**src/include/tg_defs.svh**
```systemverilog
`ifndef TG_DEFS_SVH
`define TG_DEFS_SVH

// Avalon-MM widths seen by the memory controller
`define TG_ADDR_WIDTH        24
`define TG_BURSTCOUNT_WIDTH  7
// Bytes per data word, so a 4 KB page spans 512 words
`define TG_DATA_BYTES        8

// Command FIFO entries between generator and issuer
`define TG_FIFO_DEPTH        4

// Address alignment options of the burst-boundary block
`define TG_BURST_ON_BOUNDARY 1
`define TG_WORD_ADDR_DIV     2
`define TG_NO_4KB_CROSS      1

`endif

```
**src/verilog/tg_avl_pkg.sv**
```systemverilog
`default_nettype none

`include "tg_defs.svh"

////////////////////////////////////////////////////////////
// Avalon-MM side vector types
////////////////////////////////////////////////////////////
package tg_avl_pkg;

   // Word address as driven on avl_address
   typedef logic [`TG_ADDR_WIDTH-1:0] tg_addr_t;

   // Number of beats in one burst
   // Only powers of two up to 64 are used by the generator
   typedef logic [`TG_BURSTCOUNT_WIDTH-1:0] tg_burstcount_t;

   // One data beat on avl_writedata
   typedef logic [8*`TG_DATA_BYTES-1:0] tg_data_t;

endpackage

`default_nettype wire

```
**src/verilog/tg_cmd_pkg.sv**
```systemverilog
`default_nettype none

////////////////////////////////////////////////////////////
// Command types shared by generator, FIFO and issuer
////////////////////////////////////////////////////////////
package tg_cmd_pkg;

   import tg_avl_pkg::*;

   // Operation carried by a command
   typedef enum logic [0:0] {TG_OP_READ, TG_OP_WRITE} tg_op_e;

   // How the generator walks the address space
   typedef enum logic [0:0] {TG_MODE_SEQ, TG_MODE_RAND} tg_addr_mode_e;

   // One queued command, already aligned
   // 1 + 24 + 7 bits with the default widths
   typedef struct packed {
      tg_op_e         op;
      tg_addr_t       addr;
      tg_burstcount_t burstcount;
   } tg_cmd_t;

   // Generator FSM
   typedef enum logic [1:0] {GEN_IDLE, GEN_RUN, GEN_WAIT} tg_gen_state_e;

   // Issuer FSM
   typedef enum logic [1:0] {ISS_IDLE, ISS_READ, ISS_WRITE, ISS_FINISH} tg_iss_state_e;

endpackage

`default_nettype wire

```
**src/verilog/tg_burst_boundary_addr_gen.sv**
```systemverilog
`timescale 1ns/1ps
`default_nettype none

`include "tg_defs.svh"

module tg_burst_boundary_addr_gen
   import tg_avl_pkg::*;
#(
   parameter int BURST_ON_BURST_BOUNDARY   = `TG_BURST_ON_BOUNDARY,
   parameter int WORD_ADDRESS_DIVISIBLE_BY = `TG_WORD_ADDR_DIV,
   parameter int DO_NOT_CROSS_4KB_BOUNDARY = `TG_NO_4KB_CROSS,
   parameter int DATA_BYTES                = `TG_DATA_BYTES
)
(
   input  tg_burstcount_t burstcount,
   input  tg_addr_t       addr_in,
   output tg_addr_t       addr_out
);

   // Lowest word-address bit that selects a 4 KB page
   localparam int LOG_4KB = 12 - $clog2(DATA_BYTES);

   // Burstcount widened to the address width for the adders below
   tg_addr_t bc_ext;
   tg_addr_t addr_burst;
   tg_addr_t addr_word;

   assign bc_ext = tg_addr_t'(burstcount);

   generate
      ////////////////////////////////////////////////////////////
      // Stage 1 rounds up to the next burst boundary
      ////////////////////////////////////////////////////////////
      if (BURST_ON_BURST_BOUNDARY == 1)
      begin : g_burst_on
         // Burstcount is a power of two, so clearing the low bits rounds down
         // Adding a whole burst keeps sequential addresses strictly increasing
         assign addr_burst = (addr_in & ~(bc_ext - tg_addr_t'(1))) + bc_ext;
      end
      else
      begin : g_burst_off
         assign addr_burst = addr_in;
      end

      // Stage 2 rounds up to a word-address multiple that is a power of two
      if (WORD_ADDRESS_DIVISIBLE_BY > 1)
      begin : g_word_div
         localparam tg_addr_t WORD_DIV = tg_addr_t'(WORD_ADDRESS_DIVISIBLE_BY);
         // Round up past the current address and drop the low bits
         assign addr_word = (addr_burst + WORD_DIV) & ~(WORD_DIV - tg_addr_t'(1));
      end
      else
      begin : g_word_any
         assign addr_word = addr_burst;
      end

      // Stage 3 keeps the whole burst inside one 4 KB page
      if (DO_NOT_CROSS_4KB_BOUNDARY == 1)
      begin : g_4kb_on
         tg_addr_t last_addr;
         assign last_addr = addr_word + bc_ext - tg_addr_t'(1);
         // A crossing burst moves up by one burst into the next page
         assign addr_out = (addr_word[$bits(tg_addr_t)-1:LOG_4KB] !=
                            last_addr[$bits(tg_addr_t)-1:LOG_4KB]) ?
                           addr_word + bc_ext : addr_word;
      end
      else
      begin : g_4kb_off
         assign addr_out = addr_word;
      end
   endgenerate

endmodule

`default_nettype wire

```
**src/verilog/tg_addr_gen.sv**
```systemverilog
`timescale 1ns/1ps
`default_nettype none

module tg_addr_gen
   import tg_avl_pkg::*, tg_cmd_pkg::*;
(
   input  logic           clk,
   input  logic           arst_n,
   input  logic           start,
   input  tg_addr_mode_e  cfg_mode,
   input  tg_op_e         cfg_op,
   input  tg_addr_t       cfg_base,
   input  tg_burstcount_t cfg_burstcount,
   input  logic [7:0]     cfg_num_cmds,
   input  logic           fifo_full,
   output logic           fifo_push,
   output tg_cmd_t        fifo_wdata,
   output logic           gen_busy
);

   // Galois feedback mask for x^24 + x^23 + x^22 + x^17 + 1
   localparam tg_addr_t LFSR_TAPS = tg_addr_t'(24'hE1_0000);

   tg_gen_state_e  state;
   tg_addr_mode_e  mode_q;
   tg_op_e         op_q;
   tg_burstcount_t bc_q;
   logic [7:0]     cmds_left;
   tg_addr_t       raw_addr;
   tg_addr_t       aligned_addr;
   tg_addr_t       lfsr_next;
   logic           last_cmd;

   // Alignment of the raw address happens in the same cycle as the push
   tg_burst_boundary_addr_gen i_align
   (
      .burstcount (bc_q),
      .addr_in    (raw_addr),
      .addr_out   (aligned_addr)
   );

   // One LFSR step, shifting right and folding bit 0 back into the taps
   assign lfsr_next = (raw_addr >> 1) ^ ({$bits(tg_addr_t){raw_addr[0]}} & LFSR_TAPS);

   // A push is offered in every active cycle and held back only by full
   assign fifo_push = (state != GEN_IDLE) && !fifo_full;
   assign gen_busy  = (state != GEN_IDLE);
   assign last_cmd  = (cmds_left == 8'd1);

   always_comb
   begin
      fifo_wdata.op         = op_q;
      fifo_wdata.addr       = aligned_addr;
      fifo_wdata.burstcount = bc_q;
   end

   ////////////////////////////////////////////////////////////
   // Control FSM and command counter
   ////////////////////////////////////////////////////////////
   always_ff @(posedge clk or negedge arst_n)
   begin
      if (!arst_n)
      begin
         state     <= GEN_IDLE;
         cmds_left <= '0;
      end
      else
      begin
         case (state)
            GEN_IDLE:
            begin
               // An empty run is ignored, there is nothing to push
               if (start && (cfg_num_cmds != 8'd0))
               begin
                  state     <= GEN_RUN;
                  cmds_left <= cfg_num_cmds;
               end
            end
            GEN_RUN, GEN_WAIT:
            begin
               if (fifo_push)
               begin
                  cmds_left <= cmds_left - 8'd1;
                  state     <= last_cmd ? GEN_IDLE : GEN_RUN;
               end
               else
               begin
                  // FIFO is full, stall until the issuer makes room
                  state <= GEN_WAIT;
               end
            end
            default:
            begin
               state <= GEN_IDLE;
            end
         endcase
      end
   end

   // Run configuration and the next raw address
   always_ff @(posedge clk)
   begin
      if (start && (state == GEN_IDLE))
      begin
         mode_q <= cfg_mode;
         op_q   <= cfg_op;
         bc_q   <= cfg_burstcount;
         // An all-zero seed would lock the LFSR, so it is replaced by 1
         if ((cfg_mode == TG_MODE_RAND) && (cfg_base == '0))
            raw_addr <= tg_addr_t'(1);
         else
            raw_addr <= cfg_base;
      end
      else if (fifo_push)
      begin
         // sequential runs continue right after the burst just issued
         if (mode_q == TG_MODE_SEQ)
            raw_addr <= aligned_addr + tg_addr_t'(bc_q);
         else
            raw_addr <= lfsr_next;
      end
   end

endmodule

`default_nettype wire

```
**src/verilog/tg_cmd_fifo.sv**
```systemverilog
`timescale 1ns/1ps
`default_nettype none

`include "tg_defs.svh"

module tg_cmd_fifo
   import tg_cmd_pkg::*;
#(
   parameter int DEPTH = `TG_FIFO_DEPTH
)
(
   input  logic    clk,
   input  logic    arst_n,
   input  logic    push,
   input  tg_cmd_t wdata,
   input  logic    pop,
   output tg_cmd_t rdata,
   output logic    full,
   output logic    empty
);

   localparam int PTR_W = (DEPTH > 1) ? $clog2(DEPTH) : 1;
   localparam int CNT_W = $clog2(DEPTH + 1);
   localparam logic [PTR_W-1:0] LAST_PTR = PTR_W'(DEPTH - 1);

   tg_cmd_t          mem [DEPTH];
   logic [PTR_W-1:0] wr_ptr;
   logic [PTR_W-1:0] rd_ptr;
   logic [CNT_W-1:0] count;

   // Show-ahead output puts the head entry on rdata
   assign rdata = mem[rd_ptr];
   assign full  = (count == CNT_W'(DEPTH));
   assign empty = (count == '0);

   // Each push writes the entry at the write pointer
   always_ff @(posedge clk)
   begin
      if (push)
         mem[wr_ptr] <= wdata;
   end

   ////////////////////////////////////////////////////////////
   // Pointers and occupancy
   ////////////////////////////////////////////////////////////
   always_ff @(posedge clk or negedge arst_n)
   begin
      if (!arst_n)
      begin
         wr_ptr <= '0;
         rd_ptr <= '0;
         count  <= '0;
      end
      else
      begin
         // Pointers wrap explicitly so any depth works
         if (push)
            wr_ptr <= (wr_ptr == LAST_PTR) ? '0 : wr_ptr + 1'b1;
         if (pop)
            rd_ptr <= (rd_ptr == LAST_PTR) ? '0 : rd_ptr + 1'b1;

         // Simultaneous push and pop leave the count unchanged
         if (push && !pop)
            count <= count + 1'b1;
         else if (pop && !push)
            count <= count - 1'b1;
      end
   end

endmodule

`default_nettype wire

```
**src/verilog/tg_avl_cmd_issuer.sv**
```systemverilog
`timescale 1ns/1ps
`default_nettype none

module tg_avl_cmd_issuer
   import tg_avl_pkg::*, tg_cmd_pkg::*;
(
   input  logic           clk,
   input  logic           arst_n,
   input  logic           fifo_empty,
   input  tg_cmd_t        fifo_rdata,
   input  logic           gen_busy,
   input  logic           avl_waitrequest,
   output logic           fifo_pop,
   output logic           avl_read,
   output logic           avl_write,
   output tg_addr_t       avl_address,
   output tg_burstcount_t avl_burstcount,
   output tg_data_t       avl_writedata,
   output logic           done
);

   tg_iss_state_e  state;
   tg_burstcount_t beat;
   logic           take_cmd;
   logic           last_beat;

   // A new head is taken whenever no burst is in flight
   assign take_cmd  = ((state == ISS_IDLE) || (state == ISS_FINISH)) && !fifo_empty;
   assign last_beat = (beat == avl_burstcount - tg_burstcount_t'(1));

   // The head leaves the FIFO on the cycle its last transfer is accepted
   assign fifo_pop = !avl_waitrequest &&
                     ((state == ISS_READ) || ((state == ISS_WRITE) && last_beat));

   // Beat k of a write carries the burst address plus k
   assign avl_writedata = tg_data_t'(avl_address) + tg_data_t'(beat);

   // The run is over when nothing is queued and nothing more will come
   assign done = (state == ISS_FINISH) && fifo_empty && !gen_busy;

   ////////////////////////////////////////////////////////////
   // Issue FSM
   ////////////////////////////////////////////////////////////
   always_ff @(posedge clk or negedge arst_n)
   begin
      if (!arst_n)
      begin
         state     <= ISS_IDLE;
         avl_read  <= 1'b0;
         avl_write <= 1'b0;
         beat      <= '0;
      end
      else
      begin
         case (state)
            ISS_IDLE, ISS_FINISH:
            begin
               if (take_cmd)
               begin
                  avl_read  <= (fifo_rdata.op == TG_OP_READ);
                  avl_write <= (fifo_rdata.op == TG_OP_WRITE);
                  beat      <= '0;
                  state     <= (fifo_rdata.op == TG_OP_READ) ? ISS_READ : ISS_WRITE;
               end
               else if (done)
               begin
                  state <= ISS_IDLE;
               end
            end
            ISS_READ:
            begin
               // One accepted read cycle requests the whole burst
               if (!avl_waitrequest)
               begin
                  avl_read <= 1'b0;
                  state    <= ISS_FINISH;
               end
            end
            ISS_WRITE:
            begin
               if (!avl_waitrequest)
               begin
                  if (last_beat)
                  begin
                     avl_write <= 1'b0;
                     state     <= ISS_FINISH;
                  end
                  else
                  begin
                     beat <= beat + tg_burstcount_t'(1);
                  end
               end
            end
            default:
            begin
               state <= ISS_IDLE;
            end
         endcase
      end
   end

   // Address and burst count stay put for the whole burst
   always_ff @(posedge clk)
   begin
      if (take_cmd)
      begin
         avl_address    <= fifo_rdata.addr;
         avl_burstcount <= fifo_rdata.burstcount;
      end
   end

endmodule

`default_nettype wire

```
**src/verilog/tg_top.sv**
```systemverilog
`timescale 1ns/1ps
`default_nettype none

module tg_top
   import tg_avl_pkg::*, tg_cmd_pkg::*;
(
   input  logic           clk,
   input  logic           arst_n,
   input  logic           start,
   input  tg_addr_mode_e  cfg_mode,
   input  tg_op_e         cfg_op,
   input  tg_addr_t       cfg_base,
   input  tg_burstcount_t cfg_burstcount,
   input  logic [7:0]     cfg_num_cmds,
   input  logic           avl_waitrequest,
   output logic           avl_read,
   output logic           avl_write,
   output tg_addr_t       avl_address,
   output tg_burstcount_t avl_burstcount,
   output tg_data_t       avl_writedata,
   output logic           done
);

   ////////////////////////////////////////////////////////////
   // Links between generator, FIFO and issuer
   ////////////////////////////////////////////////////////////
   logic    fifo_push;
   logic    fifo_pop;
   logic    fifo_full;
   logic    fifo_empty;
   tg_cmd_t fifo_wdata;
   tg_cmd_t fifo_rdata;
   logic    gen_busy;

   // Producer of aligned commands
   tg_addr_gen i_addr_gen
   (
      .clk            (clk),
      .arst_n         (arst_n),
      .start          (start),
      .cfg_mode       (cfg_mode),
      .cfg_op         (cfg_op),
      .cfg_base       (cfg_base),
      .cfg_burstcount (cfg_burstcount),
      .cfg_num_cmds   (cfg_num_cmds),
      .fifo_full      (fifo_full),
      .fifo_push      (fifo_push),
      .fifo_wdata     (fifo_wdata),
      .gen_busy       (gen_busy)
   );

   // Back-pressure from waitrequest builds up here
   tg_cmd_fifo i_cmd_fifo
   (
      .clk    (clk),
      .arst_n (arst_n),
      .push   (fifo_push),
      .wdata  (fifo_wdata),
      .pop    (fifo_pop),
      .rdata  (fifo_rdata),
      .full   (fifo_full),
      .empty  (fifo_empty)
   );

   // Avalon-MM master side
   tg_avl_cmd_issuer i_issuer
   (
      .clk             (clk),
      .arst_n          (arst_n),
      .fifo_empty      (fifo_empty),
      .fifo_rdata      (fifo_rdata),
      .gen_busy        (gen_busy),
      .avl_waitrequest (avl_waitrequest),
      .fifo_pop        (fifo_pop),
      .avl_read        (avl_read),
      .avl_write       (avl_write),
      .avl_address     (avl_address),
      .avl_burstcount  (avl_burstcount),
      .avl_writedata   (avl_writedata),
      .done            (done)
   );

endmodule

`default_nettype wire

```
**config.mk**
```make
export PLATFORM = sky130hd
export DESIGN_NAME = tg_top
export DESIGN_NICKNAME = d
export VERILOG_FILES = /design/src/verilog/tg_avl_pkg.sv /design/src/verilog/tg_cmd_pkg.sv /design/src/verilog/tg_burst_boundary_addr_gen.sv /design/src/verilog/tg_addr_gen.sv /design/src/verilog/tg_cmd_fifo.sv /design/src/verilog/tg_avl_cmd_issuer.sv /design/src/verilog/tg_top.sv
export VERILOG_INCLUDE_DIRS = /design/src /design/src/include
export SDC_FILE = /design/constraint.sdc
export NUM_CORES = 1
export LEC_CHECK = 0
export ABC_CLOCK_PERIOD_IN_PS = 7000
export BUFFER_PORTS_ARGS = -buffer_cell sky130_fd_sc_hd__buf_4
export CAP_MARGIN = 0
export CORE_UTILIZATION = 40
export DETAILED_ROUTE_END_ITERATION = 10
export PLACE_DENSITY_LB_ADDON = 0.05
export SLEW_MARGIN = 20
export SYNTH_ARGS = -nofsm -noshare
export SYNTH_HDL_FRONTEND = slang
export SYNTH_SLANG_ARGS = --single-unit
```
**constraint.sdc**
```tcl
create_clock -name clk -period 7 [get_ports clk]
set_input_delay 0.7 -clock clk [delete_from_list [all_inputs] [get_ports clk]]
set_output_delay 0.7 -clock clk [all_outputs]
set_load 0.03 [all_outputs]
```
==> run_summary.xml, run 1 <==
<?xml version="1.0" encoding="UTF-8"?>
<metrics>
  <group name="layout">
    <metric name="finish.cell_count_without_fillers" unit="">1658</metric>
    <metric name="fillCellCount" unit="">2800</metric>
    <metric name="final_cell_area" unit="sq um">15200</metric>
    <metric name="layout.cells.most_common" unit="">sky130_fd_sc_hd__edfxtp_1</metric>
    <metric name="area_delta_synth_final" unit="%">20.1</metric>
    <metric name="fraction_of_layout_cells_with_a_size_suffix_above_1" unit="%">24.3</metric>
    <metric name="nets" unit="">1336</metric>
    <metric name="antennaDiodeCount" unit="">0</metric>
    <metric name="layout.core_utilization" unit="%">49.2</metric>
    <metric name="final_cell_mix" unit="">sky130_fd_sc_hd__edfxtp_1 (192), sky130_fd_sc_hd__buf_4 (167), sky130_fd_sc_hd__nor2_1 (74)</metric>
  </group>
  <group name="drt">
    <metric name="num_vias" unit="">8975</metric>
    <metric name="drt_iter0_markers" unit="">564</metric>
    <metric name="detail_route.wl_per_cell" unit="um">18.9</metric>
    <metric name="drtPass1Iterations" unit="">8</metric>
    <metric name="detail_route.drc_violations" unit="">16</metric>
    <metric name="routed_wl" unit="um">31400</metric>
    <metric name="vias_per_instance" unit="">5.41</metric>
    <metric name="ant_nets" unit="">0</metric>
  </group>
  <group name="global_routing">
    <metric name="largest_net_degree_at_the_start_of_global_routing" unit="">36</metric>
    <metric name="grt_pass1_vias" unit="">8803</metric>
    <metric name="overflow" unit="">0</metric>
    <metric name="grt_use_total" unit="%">19.5</metric>
    <metric name="grt_first_pass_wirelength" unit="um">49800</metric>
    <metric name="antenna_found_initial" unit="">0</metric>
  </group>
  <group name="worst_setup_path">
    <metric name="critical_path.startpoint_type" unit="">flip-flop</metric>
    <metric name="r2r_end" unit="">i_addr_gen.raw_addr[23]$_DFFE_PP_</metric>
    <metric name="critical-path-top-cell-by-count" unit="">sky130_fd_sc_hd__ha_4</metric>
    <metric name="crit_path_from" unit="">i_addr_gen.bc_q[0]$_DFFE_PP_</metric>
    <metric name="setup.reg_to_reg.worst_slack" unit="ps">290</metric>
    <metric name="critical-path-max-stage-delay" unit="ps">520</metric>
    <metric name="worst-r2r-cell-count" unit="">30</metric>
    <metric name="cp-endpoint" unit="">i_addr_gen.raw_addr[23]$_DFFE_PP_</metric>
    <metric name="critical_path.slowest_cell" unit="">sky130_fd_sc_hd__or4_1</metric>
    <metric name="setup.worst_path.end_class" unit="">flip-flop</metric>
    <metric name="crit-reg2reg-launch" unit="">i_addr_gen.bc_q[0]$_DFFE_PP_</metric>
    <metric name="critical_path_arrival" unit="ps">6990</metric>
    <metric name="timing.critical_path.required" unit="ps">7280</metric>
    <metric name="critPathMaxFanout" unit="">6</metric>
    <metric name="critical_path_class" unit="">reg -&gt; reg</metric>
  </group>
  <group name="clock_network">
    <metric name="cts_root_buffer" unit="">sky130_fd_sc_hd__clkbuf_16</metric>
    <metric name="cts-buffers-inserted" unit="">26</metric>
    <metric name="number_of_hold_buffers_added_after_cts" unit="">0</metric>
    <metric name="cts_max_path_buffers" unit="">3</metric>
    <metric name="tritoncts" unit="">done</metric>
    <metric name="worst_setup_hold_path_clk_slew" unit="ps">60</metric>
    <metric name="cts_num_sinks" unit="">220</metric>
    <metric name="h-tree-depth" unit="">1</metric>
    <metric name="worstSkewPairLatency" unit="ps">530</metric>
  </group>
  <group name="sta">
    <metric name="maxSlewHeadroom" unit="%">37.5</metric>
    <metric name="timing.final.crit_period" unit="ps">6710</metric>
    <metric name="setup_tns" unit="ps">0</metric>
    <metric name="final.setup_skew" unit="ps">10.5</metric>
    <metric name="max_clock_freq" unit="MHz">149</metric>
    <metric name="hold_violations" unit="">0</metric>
    <metric name="post-route-period-util" unit="%">95.9</metric>
    <metric name="timing.final.max_slew_violations" unit="">0</metric>
    <metric name="finalSetupViolCount" unit="">0</metric>
    <metric name="worst_slew_pin_slew" unit="ps">931</metric>
  </group>
  <group name="die">
    <metric name="die_w" unit="um">180</metric>
    <metric name="fp.coreArea" unit="sq um">30900</metric>
    <metric name="die_area" unit="sq um">32400</metric>
    <metric name="die-height" unit="um">180</metric>
    <metric name="num_io_pins" unit="">143</metric>
    <metric name="effective_utilization_at_floorplan" unit="%">41.0</metric>
    <metric name="std_cell_rows" unit="">64</metric>
  </group>
  <group name="synthesis">
    <metric name="yosys_warnings" unit="">0</metric>
    <metric name="synth_edf_count" unit="">192</metric>
    <metric name="post_synth_inst_count" unit="">1081</metric>
    <metric name="synth.ff_latch_count" unit="">220</metric>
    <metric name="synth_area_per_cell" unit="sq um">11.7</metric>
    <metric name="syn-cell-area" unit="sq um">12700</metric>
    <metric name="ys_dominant_reg_cell" unit="">sky130_fd_sc_hd__edfxtp_1</metric>
    <metric name="synth_cell_types" unit="">85</metric>
    <metric name="yosysSeqAreaShare" unit="%">51.0</metric>
    <metric name="synthArstFlopShare" unit="%">12.7</metric>
  </group>
  <group name="placement">
    <metric name="gp_congestion" unit="">0.858</metric>
    <metric name="io_buffer_count" unit="">103</metric>
    <metric name="placedInstanceArea" unit="sq um">14100</metric>
    <metric name="place.detailed.hpwl" unit="um">22800</metric>
    <metric name="dp.cells" unit="">1605</metric>
  </group>
  <group name="worst_hold_path">
    <metric name="min_path_type" unit="">in -&gt; async</metric>
  </group>
  <group name="status">
    <metric name="run_status" unit="">complete, but fails checks</metric>
    <metric name="failed_checks" unit="">design-rule violations</metric>
  </group>
  <group name="run">
    <metric name="max_cap_viol_count" unit="">0</metric>
  </group>
</metrics>
[how the worst min path moves through the flow]
stage / endpoint / slack (ps) / cells past startpoint
after floorplan: i_addr_gen.cmds_left[0]$_DFFE_PN0P_ / 400 / 0
after global placement: i_cmd_fifo.count[2]$_DFFE_PN0P_ / 480 / 1
after detailed placement: i_cmd_fifo.count[2]$_DFFE_PN0P_ / 480 / 1
after CTS: i_cmd_fifo.wr_ptr[1]$_DFFE_PN0P_ / 90 / 1
after global routing: i_addr_gen.state[0]$_DFFE_PN0N_ / 110 / 1
final: i_issuer.beat[5]$_DFFE_PN0P_ / 90 / 1
[area by class of cell]
class,instances,area [sq um],share of cell area [%]
well taps,396,495,3.26
multi-input cells,783,5940,39.0
clock buffers,28,679,4.47
repair buffers,167,1250,8.24
inverters,44,165,1.09
clock inverters,20,214,1.41
flip-flops and latches,220,6470,42.5
[kinds of logic after synthesis]
kind of cell	synth area share, %
and+or+nand+nor	13.4
AOI/OAI and AO/OA	12.3
DFF	51.0
buffers and inverters	4.89
xor gates and xnor gates	6.04
adders and majority gates	5.14
muxes	7.12
other	0.0296
[cells in the mapped netlist (all sizes together) (6+ instances only)]
master | number | area, sq um
xnor2 | 51 | 484
nand3 | 29 | 150
nor3 | 35 | 185
nor4 | 18 | 113
nand2b | 11 | 68.8
buf | 54 | 385
mux2i | 8 | 80.1
clkbuf | 18 | 68.8
inv | 44 | 165
xor2 | 32 | 280
edfxtp | 192 | 5770
or4 | 8 | 71.3
nor2b | 8 | 57.6
a21oi | 57 | 289
o21ai | 62 | 314
or3 | 7 | 43.8
nand2 | 70 | 265
nand4 | 9 | 56.3
o21a | 10 | 75.1
and3 | 13 | 81.3
a21o | 13 | 97.6
and4 | 6 | 52.6
o22a | 6 | 52.6
and2 | 13 | 83.8
a22oi | 9 | 67.6
dfrtp | 28 | 701
mux4 | 32 | 721
mux2 | 9 | 101
o211ai | 6 | 45.0
a31oi | 18 | 113
ha | 44 | 551
nor2 | 79 | 302
[flip-flops by register name (all words and copies together) (netlist names)]
name,cells
i_addr_gen.mode_q,1
i_addr_gen.state,2
i_issuer.avl_read,1
i_cmd_fifo.mem,128
i_cmd_fifo.wr_ptr,2
i_issuer.avl_write,1
i_issuer.avl_burstcount,7
i_addr_gen.bc_q,7
i_issuer.avl_address,24
i_addr_gen.cmds_left,8
i_addr_gen.op_q,1
i_issuer.beat,7
i_addr_gen.raw_addr,24
i_cmd_fifo.rd_ptr,2
i_cmd_fifo.count,3
i_issuer.state,2
[metrics by stage]
| step | hold slack [ps] | setup WS [ps] |
|---|---|---|
| 2_1_floorplan | 404 | 12.7 |
| 3_3_place_gp | 481 | 58.1 |
| 3_5_place_dp | 482 | -132 |
| 4_1_cts | 88.1 | 8.67 |
| 5_1_grt | 109 | -9.20 |
| 6_report | 88.8 | 285 |
[timing repair]
| item | 4_1_cts | 5_1_grt |
|---|---|---|
| cloned | 0 | 0 |
| pin swaps | 3 | 13 |
| endpoints found under the setup margin | 7 | 16 |
| buffers inserted | 1 | 4 |
| gates resized for setup | 2 | 38 |
[worst max-delay path, delay by kind of cell (launching register included)]
kind	cells	cell delay, ps
xor+xnor	1	120
simple gates	11	2020
mux	2	530
flops	1	360
compound gates	8	1890
buf+inv	3	220
fa+ha+maj	5	1340
[per-layer routing]
| metal | part of all wire [%] | global-route usage, % | wire length (um) | vias up |
|---|---|---|---|---|
| met5 | 0 | 0 | 0 | - |
| met4 | 2.0 | 4.76 | 629 | 0 |
| met3 | 3.9 | 2.29 | 1220 | 41 |
| met2 | 46 | 32.1 | 14500 | 214 |
| met1 | 48 | 27.3 | 15000 | 4370 |
| li1 | - | - | - | 4350 |
Power of run 1 is left out: the tool's default activity adds up to more than one toggle a clock period on the data nets, which glitch-free logic cannot reach.
==> run 2, diff against run 1 <==
Settings changed: ABC_AREA from default to 1, CAP_MARGIN 0 to 20, HOLD_SLACK_MARGIN from default to 0.12.
==> run 2 against run 1 <==
The run now ends clean. Design area is 1.0% higher. Synthesized cell count rose by 41%. Synthesized area is 5.3% higher. Hold slack improved by 260 ps. Register-to-register slack improved by 350 ps. Utilization fell by 2.2 points. Worst setup slack gained 350 ps. Die area up 5.2%. First-iteration DRC count increased by 11%.
==> run_summary.xml, run 2 <==
<?xml version="1.0" encoding="UTF-8"?>
<metrics>
  <group name="status">
    <metric name="run_status" unit="">complete, no violations</metric>
  </group>
  <group name="drt">
    <metric name="detail_route.wl_per_cell" unit="um">15.4</metric>
    <metric name="detail_route.drc_violations" unit="">0</metric>
    <metric name="routed_wl" unit="um">32300</metric>
    <metric name="vias_per_instance" unit="">4.94</metric>
    <metric name="num_vias" unit="">10400</metric>
    <metric name="drt_iter0_markers" unit="">628</metric>
    <metric name="drtPass1Iterations" unit="">5</metric>
    <metric name="ant_nets" unit="">0</metric>
  </group>
  <group name="global_routing">
    <metric name="grt_first_pass_wirelength" unit="um">51300</metric>
    <metric name="antenna_found_initial" unit="">0</metric>
    <metric name="largest_net_degree_at_the_start_of_global_routing" unit="">68</metric>
    <metric name="grt_pass1_vias" unit="">9748</metric>
    <metric name="overflow" unit="">0</metric>
    <metric name="grt_use_total" unit="%">19.3</metric>
  </group>
  <group name="layout">
    <metric name="antennaDiodeCount" unit="">0</metric>
    <metric name="nets" unit="">1728</metric>
    <metric name="fraction_of_layout_cells_with_a_size_suffix_above_1" unit="%">15.6</metric>
    <metric name="layout.cells.most_common" unit="">sky130_fd_sc_hd__nand2_1</metric>
    <metric name="area_delta_synth_final" unit="%">15.3</metric>
    <metric name="largest_register_ffs" unit="">128</metric>
    <metric name="biggestRegsByFlops" unit="">i_cmd_fifo.mem (128), i_addr_gen.raw_addr (24), i_issuer.avl_address (24)</metric>
    <metric name="register_name_with_the_most_flops" unit="">i_cmd_fifo.mem</metric>
    <metric name="final_cell_mix" unit="">sky130_fd_sc_hd__nand2_1 (332), sky130_fd_sc_hd__edfxtp_1 (192), sky130_fd_sc_hd__nor2_1 (164)</metric>
  </group>
  <group name="worst_setup_path">
    <metric name="critical-path-max-stage-delay" unit="ps">430</metric>
    <metric name="cp-endpoint" unit="">i_addr_gen.raw_addr[18]$_DFFE_PP_</metric>
    <metric name="critical_path_buf_inv_count" unit="">3</metric>
    <metric name="critical_path_arrival" unit="ps">6640</metric>
    <metric name="worst-r2r-cell-count" unit="">40</metric>
    <metric name="timing.critical_path.required" unit="ps">7280</metric>
    <metric name="critical_path_cell_count" unit="">40</metric>
    <metric name="crit-reg2reg-launch" unit="">i_addr_gen.bc_q[0]$_DFFE_PP_</metric>
    <metric name="critical-path-top-cell-by-count" unit="">sky130_fd_sc_hd__nand2_1</metric>
    <metric name="r2r_end" unit="">i_addr_gen.raw_addr[18]$_DFFE_PP_</metric>
    <metric name="critical_path_class" unit="">reg -&gt; reg</metric>
    <metric name="critical_path.slowest_cell" unit="">sky130_fd_sc_hd__edfxtp_1</metric>
    <metric name="critPathMaxFanout" unit="">16</metric>
    <metric name="path_delay_family" unit="">simple AND/OR/NAND/NOR gates</metric>
    <metric name="setup.worst_path.end_class" unit="">flip-flop</metric>
    <metric name="critical_path.startpoint_type" unit="">flip-flop</metric>
    <metric name="crit_path_from" unit="">i_addr_gen.bc_q[0]$_DFFE_PP_</metric>
    <metric name="setup.reg_to_reg.worst_slack" unit="ps">630</metric>
  </group>
  <group name="clock_network">
    <metric name="worstSkewPairLatency" unit="ps">530</metric>
    <metric name="cts_num_sinks" unit="">220</metric>
    <metric name="cts_max_path_buffers" unit="">3</metric>
    <metric name="h-tree-depth" unit="">1</metric>
    <metric name="cts_root_buffer" unit="">sky130_fd_sc_hd__clkbuf_16</metric>
    <metric name="worst_setup_hold_path_clk_slew" unit="ps">60</metric>
    <metric name="tritoncts" unit="">done</metric>
    <metric name="cts-buffers-inserted" unit="">26</metric>
  </group>
  <group name="sta">
    <metric name="final.setup_skew" unit="ps">20.8</metric>
    <metric name="setup_tns" unit="ps">0</metric>
    <metric name="timing.final.crit_period" unit="ps">6370</metric>
    <metric name="setup_repair_after_global_routing_missed_its_margin" unit="">no</metric>
    <metric name="worst_slew_pin_slew" unit="ps">840</metric>
    <metric name="hold_violations" unit="">0</metric>
    <metric name="timing.final.max_slew_violations" unit="">0</metric>
    <metric name="post-route-period-util" unit="%">90.9</metric>
    <metric name="final.hold.worst_slack" unit="ps">349</metric>
    <metric name="max_clock_freq" unit="MHz">157</metric>
    <metric name="finalSetupViolCount" unit="">0</metric>
    <metric name="maxSlewHeadroom" unit="%">44.0</metric>
  </group>
  <group name="placement">
    <metric name="gp_congestion" unit="">0.873</metric>
    <metric name="place.detailed.hpwl" unit="um">23100</metric>
    <metric name="io_buffer_count" unit="">103</metric>
  </group>
  <group name="die">
    <metric name="std_cell_rows" unit="">66</metric>
    <metric name="effective_utilization_at_floorplan" unit="%">40.8</metric>
    <metric name="num_io_pins" unit="">143</metric>
    <metric name="fp.coreArea" unit="sq um">32700</metric>
    <metric name="die-height" unit="um">185</metric>
    <metric name="die_area" unit="sq um">34100</metric>
    <metric name="die_w" unit="um">185</metric>
  </group>
  <group name="worst_hold_path">
    <metric name="min_path_type" unit="">in -&gt; reg</metric>
  </group>
  <group name="synthesis">
    <metric name="synth.ff_latch_count" unit="">220</metric>
    <metric name="synth_cell_types" unit="">53</metric>
    <metric name="yosysSeqAreaShare" unit="%">48.5</metric>
    <metric name="yosys_warnings" unit="">0</metric>
    <metric name="synth_top_cells_by_count" unit="">sky130_fd_sc_hd__nand2_1 (332), sky130_fd_sc_hd__edfxtp_1 (192), sky130_fd_sc_hd__nor2_1 (169)</metric>
    <metric name="synthArstFlopShare" unit="%">12.7</metric>
    <metric name="synth.top_cell.area_share" unit="%">43.2</metric>
    <metric name="ys_dominant_reg_cell" unit="">sky130_fd_sc_hd__edfxtp_1</metric>
    <metric name="post_synth_inst_count" unit="">1521</metric>
    <metric name="synth_top_cells_by_area" unit="">sky130_fd_sc_hd__edfxtp_1 (43%), sky130_fd_sc_hd__nand2_1 (9.3%), sky130_fd_sc_hd__dfrtp_1 (5.3%)</metric>
    <metric name="yosysMostFrequentCell" unit="">sky130_fd_sc_hd__nand2_1</metric>
    <metric name="syn-cell-area" unit="sq um">13300</metric>
    <metric name="synth_edf_count" unit="">192</metric>
    <metric name="area_leader_netlist" unit="">sky130_fd_sc_hd__edfxtp_1</metric>
    <metric name="synth_area_per_cell" unit="sq um">8.77</metric>
  </group>
  <group name="run">
    <metric name="max_cap_viol_count" unit="">0</metric>
  </group>
</metrics>
-- run 2: changes by cell type after synthesis, sizes merged, moves of 13 or more --
cell / delta
xnor2: -33
inv: +114
nor3: -21
a31oi: -16
clkbuf: +14
o22ai: +33
nand2: +302
mux4: -32
nor2: +118
o21ai: +67
nand4: +14
and3: -13
nand3: +64
-- run 2: timing repair --
item	in CTS	in global routing
gates resized for setup	0	2
endpoints found under the setup margin	0	8
hold buffers	1	0
hold endpoints to repair	25	0
setup buffers	0	2
-- run 2: worst min path at each step --
stage | start | endpoint | slack, ps | depth (start not counted)
2_1_floorplan | arst_n | i_addr_gen.cmds_left[0]$_DFFE_PN0P_ | 400 | 0
3_3_place_gp | i_issuer.avl_read$_DFFE_PN0P_ | i_issuer.avl_read$_DFFE_PN0P_ | 470 | 2
3_5_place_dp | i_issuer.avl_read$_DFFE_PN0P_ | i_issuer.avl_read$_DFFE_PN0P_ | 490 | 2
4_1_cts | cfg_mode | i_addr_gen.mode_q$_DFFE_PP_ | 330 | 1
5_1_grt | cfg_mode | i_addr_gen.mode_q$_DFFE_PP_ | 330 | 1
6_report | cfg_mode | i_addr_gen.mode_q$_DFFE_PP_ | 350 | 1
-- run 2: cells by family after synthesis --
logic type	Yosys count	share of synthesized area, %
AND/OR/NAND/NOR	722	25.1
buffers and inverters	237	8.01
AO/OA/AOI/OAI	233	9.55
flip-flops	220	48.5
XOR/XNOR	58	3.81
adder cells (fa/ha/maj)	49	4.88
other	1	0.0281
multiplexers	1	0.0845
-- run 2: metrics by stage --
| step | area [sq um] | util [%] | cells | setup WS, ps |
|---|---|---|---|---|
| after floorplan | 13500 | - | 1559 | 781 |
| after global placement | 14500 | 44.3 | 2043 | 412 |
| after detailed placement | 14500 | 44.3 | 2043 | 322 |
| after CTS | 15300 | 46.8 | 2092 | 319 |
| after global routing | 15400 | 47.0 | 2096 | 8.19 |
| final | 15400 | 47.0 | 2096 | 635 |
-- run 2: final cells by class --
type | count | area, sq um
multi-input cells | 1103 | 5970
repair buffers | 123 | 946
clock buffers | 37 | 766
fillers | 3175 | 17300
well taps | 442 | 553
flip-flops and latches | 220 | 6470
inverters | 160 | 603
clock inverters | 11 | 61.3
-- run 2: layer usage --
metal,GRT usage [%],up-vias,wire [um],share of wire (%)
li1,-,5273,-,-
met1,27.1,4784,15600,48
met2,31.9,268,14600,45
met3,2.11,38,1550,4.8
met4,4.20,0,558,1.7
met5,0,-,0,0
Power of run 2 is left out for the same reason.
==> run 3, diff against run 2 <==
Settings changed: CORE_UTILIZATION 40 to 54.
==> run 3 against run 2 <==
Utilization rose by 16 points. First-iteration DRC count rose by 47%. Design area fell by 0.65%. Cell count fell by 5.8%. Global-route usage rose by 4.8 points. Sequential share of layout area rose by 0.27 points. Non-clock buffer count fell by 3. Clock-buffer cell count fell by 6. Largest cell class unchanged.
==> run_summary.xml, run 3 (same netlist as run 2, synthesis figures left out) <==
<?xml version="1.0" encoding="UTF-8"?>
<metrics>
  <group name="status">
    <metric name="run_status" unit="">complete, no violations</metric>
  </group>
  <group name="global_routing">
    <metric name="grt_first_pass_wirelength" unit="um">49000</metric>
    <metric name="grt_pass1_vias" unit="">9678</metric>
    <metric name="overflow" unit="">0</metric>
    <metric name="largest_net_degree_at_the_start_of_global_routing" unit="">68</metric>
    <metric name="grt_use_total" unit="%">24.1</metric>
    <metric name="antenna_found_initial" unit="">1</metric>
  </group>
  <group name="clock_network">
    <metric name="cts_max_path_buffers" unit="">3</metric>
    <metric name="worstSkewPairLatency" unit="ps">530</metric>
    <metric name="h-tree-depth" unit="">1</metric>
    <metric name="worst_setup_hold_path_clk_slew" unit="ps">70</metric>
    <metric name="cts_root_buffer" unit="">sky130_fd_sc_hd__clkbuf_16</metric>
    <metric name="tritoncts" unit="">done</metric>
    <metric name="cts_num_sinks" unit="">220</metric>
    <metric name="cts-buffers-inserted" unit="">25</metric>
  </group>
  <group name="run">
    <metric name="max_cap_viol_count" unit="">0</metric>
  </group>
  <group name="sta">
    <metric name="hold_violations" unit="">0</metric>
    <metric name="setup_repair_after_global_routing_missed_its_margin" unit="">no</metric>
    <metric name="post-route-period-util" unit="%">90.8</metric>
    <metric name="maxSlewHeadroom" unit="%">41.1</metric>
    <metric name="final.setup_skew" unit="ps">22.2</metric>
    <metric name="max_clock_freq" unit="MHz">157</metric>
    <metric name="setup_tns" unit="ps">0</metric>
    <metric name="worst_slew_pin_slew" unit="ps">881</metric>
    <metric name="timing.final.max_slew_violations" unit="">0</metric>
    <metric name="finalSetupViolCount" unit="">0</metric>
    <metric name="timing.final.crit_period" unit="ps">6350</metric>
    <metric name="final_critical_path_setup_slack" unit="ps">647</metric>
  </group>
  <group name="drt">
    <metric name="met1Wirelength" unit="um">13700</metric>
    <metric name="detailroute.wirelength.met2" unit="um">14400</metric>
    <metric name="ant_nets" unit="">0</metric>
    <metric name="drtPass1Iterations" unit="">5</metric>
    <metric name="met3RoutedLength" unit="um">1950</metric>
    <metric name="detail_route.wl_per_cell" unit="um">15.4</metric>
    <metric name="top_layer" unit="">met4</metric>
    <metric name="routed_wl" unit="um">30500</metric>
    <metric name="drt_iter0_markers" unit="">922</metric>
    <metric name="num_vias" unit="">10500</metric>
    <metric name="vias_per_instance" unit="">5.30</metric>
    <metric name="detail_route.drc_violations" unit="">0</metric>
  </group>
  <group name="worst_setup_path">
    <metric name="critical_path_class" unit="">reg -&gt; reg</metric>
    <metric name="timing.critical_path.required" unit="ps">7280</metric>
    <metric name="critical_path_buf_inv_count" unit="">4</metric>
    <metric name="setup.worst_path.end_class" unit="">flip-flop</metric>
    <metric name="critical_path.slowest_cell" unit="">sky130_fd_sc_hd__edfxtp_1</metric>
    <metric name="critical-path-top-cell-by-count" unit="">sky130_fd_sc_hd__nand2_1</metric>
    <metric name="critical_path.startpoint_type" unit="">flip-flop</metric>
    <metric name="crit-reg2reg-launch" unit="">i_addr_gen.bc_q[0]$_DFFE_PP_</metric>
    <metric name="path_delay_family" unit="">simple AND/OR/NAND/NOR gates</metric>
    <metric name="worst-r2r-cell-count" unit="">42</metric>
    <metric name="critical_path_arrival" unit="ps">6630</metric>
    <metric name="critical-path-max-stage-delay" unit="ps">420</metric>
    <metric name="crit_path_from" unit="">i_addr_gen.bc_q[0]$_DFFE_PP_</metric>
    <metric name="critical_path_cell_count" unit="">42</metric>
    <metric name="critPathMaxFanout" unit="">16</metric>
  </group>
  <group name="layout">
    <metric name="area_delta_synth_final" unit="%">14.5</metric>
    <metric name="final_cell_mix" unit="">sky130_fd_sc_hd__nand2_1 (332), sky130_fd_sc_hd__edfxtp_1 (192), sky130_fd_sc_hd__nor2_1 (164)</metric>
    <metric name="fillCellCount" unit="">2081</metric>
    <metric name="layout.cells.most_common" unit="">sky130_fd_sc_hd__nand2_1</metric>
    <metric name="nets" unit="">1724</metric>
    <metric name="largest_register_ffs" unit="">128</metric>
    <metric name="fraction_of_layout_cells_with_a_size_suffix_above_1" unit="%">15.8</metric>
    <metric name="register_name_with_the_most_flops" unit="">i_cmd_fifo.mem</metric>
    <metric name="biggestRegsByFlops" unit="">i_cmd_fifo.mem (128), i_addr_gen.raw_addr (24), i_issuer.avl_address (24)</metric>
  </group>
  <group name="worst_hold_path">
    <metric name="worstHoldPathCells" unit="">1</metric>
    <metric name="min_from" unit="">cfg_burstcount[6]</metric>
    <metric name="min_path_type" unit="">in -&gt; reg</metric>
  </group>
  <group name="die">
    <metric name="std_cell_rows" unit="">57</metric>
    <metric name="die_w" unit="um">159</metric>
    <metric name="num_io_pins" unit="">143</metric>
    <metric name="fp.coreArea" unit="sq um">24200</metric>
    <metric name="effective_utilization_at_floorplan" unit="%">55.0</metric>
    <metric name="die-height" unit="um">159</metric>
    <metric name="die_area" unit="sq um">25300</metric>
  </group>
  <group name="placement">
    <metric name="post-place-ws" unit="ps">305</metric>
    <metric name="place.detailed.hpwl" unit="um">21700</metric>
    <metric name="io_buffer_count" unit="">103</metric>
    <metric name="gp_congestion" unit="">0.877</metric>
  </group>
</metrics>
==> run 3: worst paths after layout <==
| kind | end | slack, ps |
|---|---|---|
| max in group asynchronous | i_issuer.state[1]$_DFFE_PN0P_ | 6060 |
| worst min register to register | i_issuer.avl_read$_DFFE_PN0P_ | 490 |
| worst min-delay path | i_addr_gen.bc_q[6]$_DFFE_PP_ | 360 |
| worst max register to register | i_addr_gen.raw_addr[18]$_DFFE_PP_ | 650 |
| worst max-delay path | i_addr_gen.raw_addr[18]$_DFFE_PP_ | 650 |
| min in group asynchronous | i_issuer.beat[0]$_DFFE_PN0P_ | 640 |
==> run 3: metrics by stage <==
step	util (%)	hold WS [ps]	cell area (sq um)	std cells
after floorplan	-	404	13500	1559
after global placement	59.0	470	14300	1923
after detailed placement	59.1	480	14300	1924
after CTS	62.8	338	15200	1971
after global routing	63.0	338	15300	1973
final	63.0	360	15300	1974
==> run 3: routing by layer <==
layer,vias up,track usage (%)
met4,0,5.29
met1,4848,32.6
met2,328,41.0
met5,-,0
li1,5254,-
met3,31,3.46
==> run 3: worst reg2reg max path: cells and delay by family, from the launching register on <==
kind,cells,cell delay (ps)
simple gates,25,2850
compound gates,7,870
buf+inv,4,330
flops,1,420
fa+ha+maj,5,1490
xor+xnor,1,150
==> run 3: repair_timing <==
action / 4_1_cts / 5_1_grt
hold endpoints to repair: 28 / 0
hold buffers: 1 / 0
setup endpoints to repair: 0 / 8
gates resized for setup: 0 / 5
setup buffers: 0 / 1
==> run 3: final cells by class <==
type | count | area, sq um | share of cell area (%)
antenna | 1 | 2.50 | 0.0164
clock buffer | 31 | 668 | 4.38
clock inverter | 15 | 211 | 1.38
inverter | 160 | 603 | 3.95
multi-input combinational | 1103 | 5990 | 39.2
sequential | 220 | 6470 | 42.3
tap | 324 | 405 | 2.65
timing repair buffer | 120 | 923 | 6.05
Power of run 3 is left out for the same reason.
